<file path="config.mk">
export PLATFORM = sky130hd
export DESIGN_NAME = logic_unit
export DESIGN_NICKNAME = d
export VERILOG_FILES = /design/src/verilog/logic_unit_cfg_pkg.sv /design/src/verilog/logic_unit_op_pkg.sv /design/src/verilog/bitwise_unit.sv /design/src/verilog/barrel_shifter.sv /design/src/verilog/subtractor.sv /design/src/verilog/comparator.sv /design/src/verilog/result_stage.sv /design/src/verilog/logic_unit.sv
export SDC_FILE = /design/constraint.sdc
export NUM_CORES = 1
export LEC_CHECK = 0
export BUFFER_PORTS_ARGS = -buffer_cell sky130_fd_sc_hd__buf_2
export CAP_MARGIN = 5
export CORE_ASPECT_RATIO = 1.1
export CORE_MARGIN = 2
export CORE_UTILIZATION = 51
export DETAILED_ROUTE_END_ITERATION = 6
export PLACE_DENSITY = 0.8
export SYNTH_ARGS = -nofsm -noshare
export SYNTH_HDL_FRONTEND = slang
export SYNTH_SLANG_ARGS = --single-unit
</file>
<file path="constraint.sdc">
create_clock -name clk -period 1 [get_ports clk]
set_input_delay 0.15 -clock clk [delete_from_list [all_inputs] [get_ports clk]]
set_output_delay 0.15 -clock clk [all_outputs]
set_load 0.01 [all_outputs]
</file>
<file path="src/verilog/logic_unit_cfg_pkg.sv">
package logic_unit_cfg_pkg;

    // ------------------------------
    // Datapath sizing
    // ------------------------------

    // Operand and result width
    localparam int DATA_WIDTH = 32;

    // Shift amount covers every bit position of a data word
    localparam int SHAMT_WIDTH = $clog2(DATA_WIDTH);

    // ------------------------------
    // Word types
    // ------------------------------

    // One operand or result word
    typedef logic [DATA_WIDTH-1:0] data_t;

    // Shift distance, one barrel stage per bit
    typedef logic [SHAMT_WIDTH-1:0] shamt_t;

endpackage

</file>
<file path="src/verilog/logic_unit_op_pkg.sv">
package logic_unit_op_pkg;

    import logic_unit_cfg_pkg::*;

    // ------------------------------
    // Operation encoding
    // ------------------------------

    localparam int OP_WIDTH = 4;

    // Codes 14 and 15 are left unassigned
    typedef enum logic [OP_WIDTH-1:0] {
        OP_AND = 4'd0,
        OP_OR  = 4'd1,
        OP_XOR = 4'd2,
        OP_NOT = 4'd3,
        OP_SLL = 4'd4,
        OP_SRL = 4'd5,
        OP_SRA = 4'd6,
        OP_NOR = 4'd7,
        OP_EQ  = 4'd8,
        OP_NE  = 4'd9,
        OP_LT  = 4'd10,
        OP_GE  = 4'd11,
        OP_LTU = 4'd12,
        OP_GEU = 4'd13
    } logic_op_e;

    // Result class, picks which unit output reaches the response
    typedef enum logic [1:0] {
        CLASS_NONE    = 2'd0,
        CLASS_BITWISE = 2'd1,
        CLASS_SHIFT   = 2'd2,
        CLASS_COMPARE = 2'd3
    } op_class_e;

    function automatic op_class_e op_class(logic_op_e op);
        op_class_e cls;
        case (op)
            OP_AND, OP_OR, OP_XOR, OP_NOT, OP_NOR: cls = CLASS_BITWISE;
            OP_SLL, OP_SRL, OP_SRA:                cls = CLASS_SHIFT;
            OP_EQ, OP_NE, OP_LT, OP_GE, OP_LTU, OP_GEU: cls = CLASS_COMPARE;
            default:                               cls = CLASS_NONE;
        endcase
        return cls;
    endfunction

    // ------------------------------
    // Request and unit outputs
    // ------------------------------

    // 4 + 32 + 32 + 5 = 73 bits
    typedef struct packed {
        logic_op_e op;
        data_t     operand_a;
        data_t     operand_b;
        shamt_t    shamt;
    } logic_req_t;

    // 32 + 32 + 1 = 65 bits
    typedef struct packed {
        data_t bitwise_result;
        data_t shift_result;
        logic  compare_flag;
    } unit_results_t;

endpackage

</file>
<file path="src/verilog/bitwise_unit.sv">
module bitwise_unit
    import logic_unit_cfg_pkg::*;
    import logic_unit_op_pkg::*;
(
    input  logic_op_e op,
    input  data_t     operand_a,
    input  data_t     operand_b,
    output data_t     result
);

    // Per-bit logic of the two operands
    data_t and_word;
    data_t or_word;
    data_t xor_word;
    data_t not_word;
    data_t nor_word;

    assign and_word = operand_a & operand_b;
    assign or_word  = operand_a | operand_b;
    assign xor_word = operand_a ^ operand_b;
    // NOT only looks at operand_a
    assign not_word = ~operand_a;
    assign nor_word = ~(operand_a | operand_b);

    // Opcode picks one word
    always_comb begin
        case (op)
            OP_AND:  result = and_word;
            OP_OR:   result = or_word;
            OP_XOR:  result = xor_word;
            OP_NOT:  result = not_word;
            OP_NOR:  result = nor_word;
            // Shift and compare codes belong to other units
            default: result = '0;
        endcase
    end

endmodule

</file>
<file path="src/verilog/barrel_shifter.sv">
module barrel_shifter
    import logic_unit_cfg_pkg::*;
    import logic_unit_op_pkg::*;
(
    input  logic_op_e op,
    input  data_t     data,
    input  shamt_t    shamt,
    output data_t     result
);

    // ------------------------------
    // Direction and fill decode
    // ------------------------------

    logic is_right;
    logic is_arith;

    assign is_right = (op == OP_SRL) || (op == OP_SRA);
    // Sign fill only on arithmetic right shift
    assign is_arith = (op == OP_SRA);

    // Stage words, index 0 is the (possibly reversed) input
    data_t stage [0:SHAMT_WIDTH];

    // ------------------------------
    // Input reversal
    // ------------------------------

    // Left shift runs as a right shift on the bit-reversed word
    for (genvar j = 0; j < DATA_WIDTH; j++) begin : g_rev_in
        assign stage[0][j] = is_right ? data[j] : data[DATA_WIDTH-1-j];
    end

    // ------------------------------
    // Log stages
    // ------------------------------

    for (genvar i = 0; i < SHAMT_WIDTH; i++) begin : g_stage
        localparam int STEP = 1 << i;

        logic fill;

        // Top bit of this stage still holds the sign
        assign fill = is_arith & stage[i][DATA_WIDTH-1];

        // Move down by STEP when the matching shamt bit is set
        assign stage[i+1] = shamt[i]
                          ? {{STEP{fill}}, stage[i][DATA_WIDTH-1:STEP]}
                          : stage[i];
    end

    // ------------------------------
    // Output reversal
    // ------------------------------

    // Undo the reversal for left shifts
    for (genvar j = 0; j < DATA_WIDTH; j++) begin : g_rev_out
        assign result[j] = is_right ? stage[SHAMT_WIDTH][j]
                                    : stage[SHAMT_WIDTH][DATA_WIDTH-1-j];
    end

endmodule

</file>
<file path="src/verilog/subtractor.sv">
module subtractor
    import logic_unit_cfg_pkg::*;
(
    input  data_t minuend,
    input  data_t subtrahend,
    output data_t difference,
    output logic  borrow
);

    // Borrow into each bit, entry 0 is the chain input
    logic [DATA_WIDTH:0] borrow_chain;

    assign borrow_chain[0] = 1'b0;

    for (genvar i = 0; i < DATA_WIDTH; i++) begin : g_bit
        logic a_bit;
        logic b_bit;

        assign a_bit = minuend[i];
        assign b_bit = subtrahend[i];

        // Full-subtractor difference
        assign difference[i] = a_bit ^ b_bit ^ borrow_chain[i];

        // Borrow out when b plus incoming borrow exceeds a
        assign borrow_chain[i+1] = (~a_bit & b_bit)
                                 | (~a_bit & borrow_chain[i])
                                 | (b_bit & borrow_chain[i]);
    end

    // Set when minuend is below subtrahend, unsigned
    assign borrow = borrow_chain[DATA_WIDTH];

endmodule

</file>
<file path="src/verilog/comparator.sv">
module comparator
    import logic_unit_cfg_pkg::*;
    import logic_unit_op_pkg::*;
(
    input  logic_op_e op,
    input  data_t     operand_a,
    input  data_t     operand_b,
    output logic      flag
);

    data_t diff;
    logic  borrow;
    logic  not_equal;
    logic  sign_diff;
    logic  less_signed;

    // a - b for the order flags
    subtractor i_subtractor (
        .minuend    (operand_a),
        .subtrahend (operand_b),
        .difference (diff),
        .borrow     (borrow)
    );

    // Any differing bit means not equal
    assign not_equal = |(operand_a ^ operand_b);

    // Signs disagree, so the negative operand is the smaller one
    assign sign_diff = operand_a[DATA_WIDTH-1] ^ operand_b[DATA_WIDTH-1];

    // Same signs cannot overflow, so the difference sign decides
    assign less_signed = sign_diff ? operand_a[DATA_WIDTH-1] : diff[DATA_WIDTH-1];

    // One flag per compare opcode
    always_comb begin
        case (op)
            OP_EQ:   flag = ~not_equal;
            OP_NE:   flag = not_equal;
            OP_LT:   flag = less_signed;
            OP_GE:   flag = ~less_signed;
            // Unsigned order straight from the borrow
            OP_LTU:  flag = borrow;
            OP_GEU:  flag = ~borrow;
            default: flag = 1'b0;
        endcase
    end

endmodule

</file>
<file path="src/verilog/result_stage.sv">
module result_stage
    import logic_unit_cfg_pkg::*;
    import logic_unit_op_pkg::*;
(
    input  logic          clk,
    input  logic          arst_n,
    input  logic          req_valid,
    input  logic_op_e     op,
    input  unit_results_t units,
    output logic          rsp_valid,
    output data_t         rsp_result
);

    // ------------------------------
    // Result select
    // ------------------------------

    op_class_e cls;
    data_t     selected;

    assign cls = op_class(op);

    always_comb begin
        case (cls)
            CLASS_BITWISE: selected = units.bitwise_result;
            CLASS_SHIFT:   selected = units.shift_result;
            // Flag lands in bit 0, upper bits cleared
            CLASS_COMPARE: selected = {{(DATA_WIDTH-1){1'b0}}, units.compare_flag};
            // Codes 14 and 15
            default:       selected = '0;
        endcase
    end

    // ------------------------------
    // Response register
    // ------------------------------

    // One-cycle latency from strobe to response
    always_ff @(posedge clk or negedge arst_n) begin
        if (!arst_n) begin
            rsp_valid  <= 1'b0;
            rsp_result <= '0;
        end else begin
            // Strobe is a single-cycle pulse, mirrored one cycle later
            rsp_valid <= req_valid;
            // Last result held between requests
            if (req_valid) begin
                rsp_result <= selected;
            end
        end
    end

endmodule

</file>
<file path="src/verilog/logic_unit.sv">
module logic_unit
    import logic_unit_cfg_pkg::*;
    import logic_unit_op_pkg::*;
(
    input  logic       clk,
    input  logic       arst_n,
    input  logic       req_valid,
    input  logic_req_t req,
    output logic       rsp_valid,
    output data_t      rsp_result
);

    // Unit outputs before they are bundled
    data_t         bitwise_result;
    data_t         shift_result;
    logic          compare_flag;
    unit_results_t units;

    // ------------------------------
    // Combinational units
    // ------------------------------

    bitwise_unit i_bitwise_unit (
        .op        (req.op),
        .operand_a (req.operand_a),
        .operand_b (req.operand_b),
        .result    (bitwise_result)
    );

    // Shifts always act on operand_a
    barrel_shifter i_barrel_shifter (
        .op     (req.op),
        .data   (req.operand_a),
        .shamt  (req.shamt),
        .result (shift_result)
    );

    comparator i_comparator (
        .op        (req.op),
        .operand_a (req.operand_a),
        .operand_b (req.operand_b),
        .flag      (compare_flag)
    );

    assign units = '{
        bitwise_result: bitwise_result,
        shift_result:   shift_result,
        compare_flag:   compare_flag
    };

    // ------------------------------
    // Select and register
    // ------------------------------

    result_stage i_result_stage (
        .clk        (clk),
        .arst_n     (arst_n),
        .req_valid  (req_valid),
        .op         (req.op),
        .units      (units),
        .rsp_valid  (rsp_valid),
        .rsp_result (rsp_result)
    );

endmodule

</file>
==> flow_summary.ini <==
[die]
start_util_pct = 52.21
chipWidth_um = 117.3
coreArea_um2 = 13790
die_h_um = 128.6
die_area_um2 = 15090
num_rows = 45
ios = 109

[routing]
vias_per_cell = 6.522
drc = 0
drtIter0Drc = 1353
via_count = 9268
firstDrtPassIters = 6
drtAntennaViolNets = 0
routedWlPerCell_um = 24.00
routed_wl_mm = 34.10

[power]
p_sw_share_pct = 40.33
p_switching_w = 0.003602
p_total_w = 0.008933
p_leak_nw = 5.374
p_clk_share_pct = 20.3
ir_worst_vdd_mv = 0.8742
p_int_w = 0.005330
sequentialPowerShare_pct = 17.8
powerDensity_nw_per_um2 = 808.1
pwr-share-comb_pct = 61.9

[critical_path]
reg2reg_depth = 5
r2r-end = i_result_stage.rsp_result[8]
slowest_delay_ns = 0.57
crit_chain = buf_8 > and2b_4 > nand2_8 > buf_12 > mux4_2 > mux4_2 > a221o_1 > a221oi_2 > o21ai_1
r2r_slack_ns = -0.26
crit_type = in2reg
arrival_ns = 2.56
rr_startpoint = i_result_stage.rsp_result[8]
startpoint_type = input pin
required_ns = 1.16
endpoint_kind = register
cpMostUsedCell = mux4_2
cpMaxStageDelayCell = mux4_2
cp_max_fo = 7

[clocking]
cts_tree = yes
htree_levels = 2
root_buffer = clkbuf_16
cts_num_sinks = 33
worstSkewPairLatency_ns = 0.28
cts_inserted_buffers = 5
clkTransAtPathRegs_ns = 0.06
cts_buffer_depth = 2

[placement]
gp_congestion = 1.032
placed_cells = 1382
dp_hpwl_mm = 27.16
portBuffers = 108
dp_slack_ns = -1.781

[global_routing]
gr-total-overflow = 0
antenna_found_initial = 2
grt_max_degree = 40
first_global_vias = 8943
grt_pass1_wl_mm = 51.89
grt.total_usage_pct = 44.75

[status]
violations = negative setup slack
status = complete, but fails checks

[synthesis]
yosysMostFrequentCell = ha_1
syn-cell-area_um2 = 7202
synth-async-reset-ratio_pct = 100.0
syn_area_per_cell_um2 = 8.423
synth_ff_type = dfrtp_1
yosysWarnings = 0
ys_top_cells_by_count = ha_1 (96), inv_1 (71), nor2_1 (66)
yosysTopAreaCellShare_pct = 16.68
synth_area_leaders = ha_1 (17%), mux4_2 (14%), dfrtp_1 (11%)
synth_cells = 855
ys_seq_area_share_pct = 11.47
synth_top_area_cell = ha_1
synth_edf_count = 0
synth_seq_cells = 33
syn_nets = 1027
synth.distinct_cells = 66

[sta]
finalHoldViolCount = 0
setup_viol = 38
tightest_slew_ns = 0.6288
max-slew-margin-rel_pct = 58.08
period_minus_slack_ns = 2.395
fin_ws_ns = -1.395
period_share_pct = 239.5
fin_hold_ws_ns = 0.1696
fmax_mhz = 417.6
fin_worst_skew_ns = 0
rsz0062_at_grt = yes
finalMaxSlewViolations = 0

[flow_run]
drv_cap = 0

[hold_path]
hold_class = in2reg
min_path_cells = 2
min_from = req_valid
hold_end = i_result_stage.rsp_valid

[finish]
final_nets = 1402
area_delta_synth_final_pct = 53.49
stdcell_count = 1421
drive_gt1_share_pct = 46.71
fin_util_pct = 80.14
==> worst max-delay path: cells and delay by family <==
family                 cells  cell delay [ns]
multiplexers               2             0.90
buffers and inverters      2             0.25
AO/OA/AOI/OAI              3             0.83
AND/OR/NAND/NOR            2             0.42
==> repair_timing <==
action | 4_1_cts | 5_1_grt
resized for setup | 68 | 56
setup endpoints to repair | 37 | 43
gates cloned | 1 | 0
hold buffers | 1 | 0
hold endpoints to repair | 33 | 0
pin swaps | 24 | 31
buffers inserted | 21 | 10
==> layout by cell type, fill, tap and decap left out, drive strengths merged, types with 7 or more instances in the layout <==
cell     synthesis  layout
mux4            46      46
buf             25     432
ha              96      96
inv             72      72
nor4            10      10
o221ai          12      12
a21oi           49      49
nand2b          17      17
dfrtp           33      33
o21ai           35      35
nor3            22      22
a221o           15      15
a221oi          32      32
nor2            67      67
nand2           62      63
a22o             7       7
o22ai           37      37
o211ai          13      13
o2bb2ai          7       7
nand3           14      14
mux2i           54      54
==> routing by layer <==
layer  track usage (%)  vias to the layer above  share of wire (%)
met1             54.62                     4357                 36
li1                  -                     4031                  -
met5                 0                        -                  0
met4             26.29                        0                7.7
met2             75.27                      705                 46
met3             7.447                      175                 10
==> state kept, by name, indices dropped and copies added, names as in the netlist <==
register	count
i_result_stage.rsp_valid	1
i_result_stage.rsp_result	32
==> logic make-up (layout without fill, tap and decap cells) <==
family                   after synthesis  after routing  share of synthesized area, %
AO/OA/AOI/OAI                        262            262                         26.06
AND/OR/NAND/NOR                      219            220                         14.40
buffers and inverters                138            513                         7.957
multiplexers                         105            105                         22.67
adder cells (fa/ha/maj)               96             96                         16.68
flip-flops                            33             33                         11.47
XOR/XNOR                               2              2                        0.7645
other                                  0              2                             0
==> power groups by stage <==
stage	sequential (W)	clock [W]	combinational, W
floorplan	0.00165	0	0.00235
finish	0.00159	0.00182	0.00553
global placement	0.00159	0	0.00470
detailed placement	0.00159	0	0.00477
global route	0.00160	0.00188	0.00579
CTS	0.00158	0.00181	0.00511
==> worst max path at each step <==
stage                 start                       endpoint  slack (ns)
finish              req[72]  i_result_stage.rsp_result[12]       -1.39
detailed placement  req[72]   i_result_stage.rsp_result[0]       -1.78
global route        req[72]   i_result_stage.rsp_result[0]       -1.45
floorplan           req[69]   i_result_stage.rsp_result[0]       -1.40
CTS                 req[72]  i_result_stage.rsp_result[12]       -1.34
global placement    req[22]   i_result_stage.rsp_result[0]       -1.72
==> final cells by class <==
class                      instances  area [um^2]
antenna                            2        5.005
sequential                        33        825.8
multi-input combinational        685         6233
fill                             962         2740
clock inverter                     3        46.29
clock buffer                       5        125.1
inverter                          72        270.3
tap                              188        235.2
timing repair buffer             433         3313
==> stage by stage <==
| step | setup TNS, ns | area [um^2] |
|---|---|---|
| final | -40.15 | 11050 |
| after CTS | -38.84 | 10740 |
| after global placement | -50.96 | 10110 |
| after detailed placement | -51.51 | 10110 |
| after global routing | -41.72 | 11050 |
| after floorplan | -39.37 | 7321 |
No activity file was read; power rests on OpenSTA's default activity.
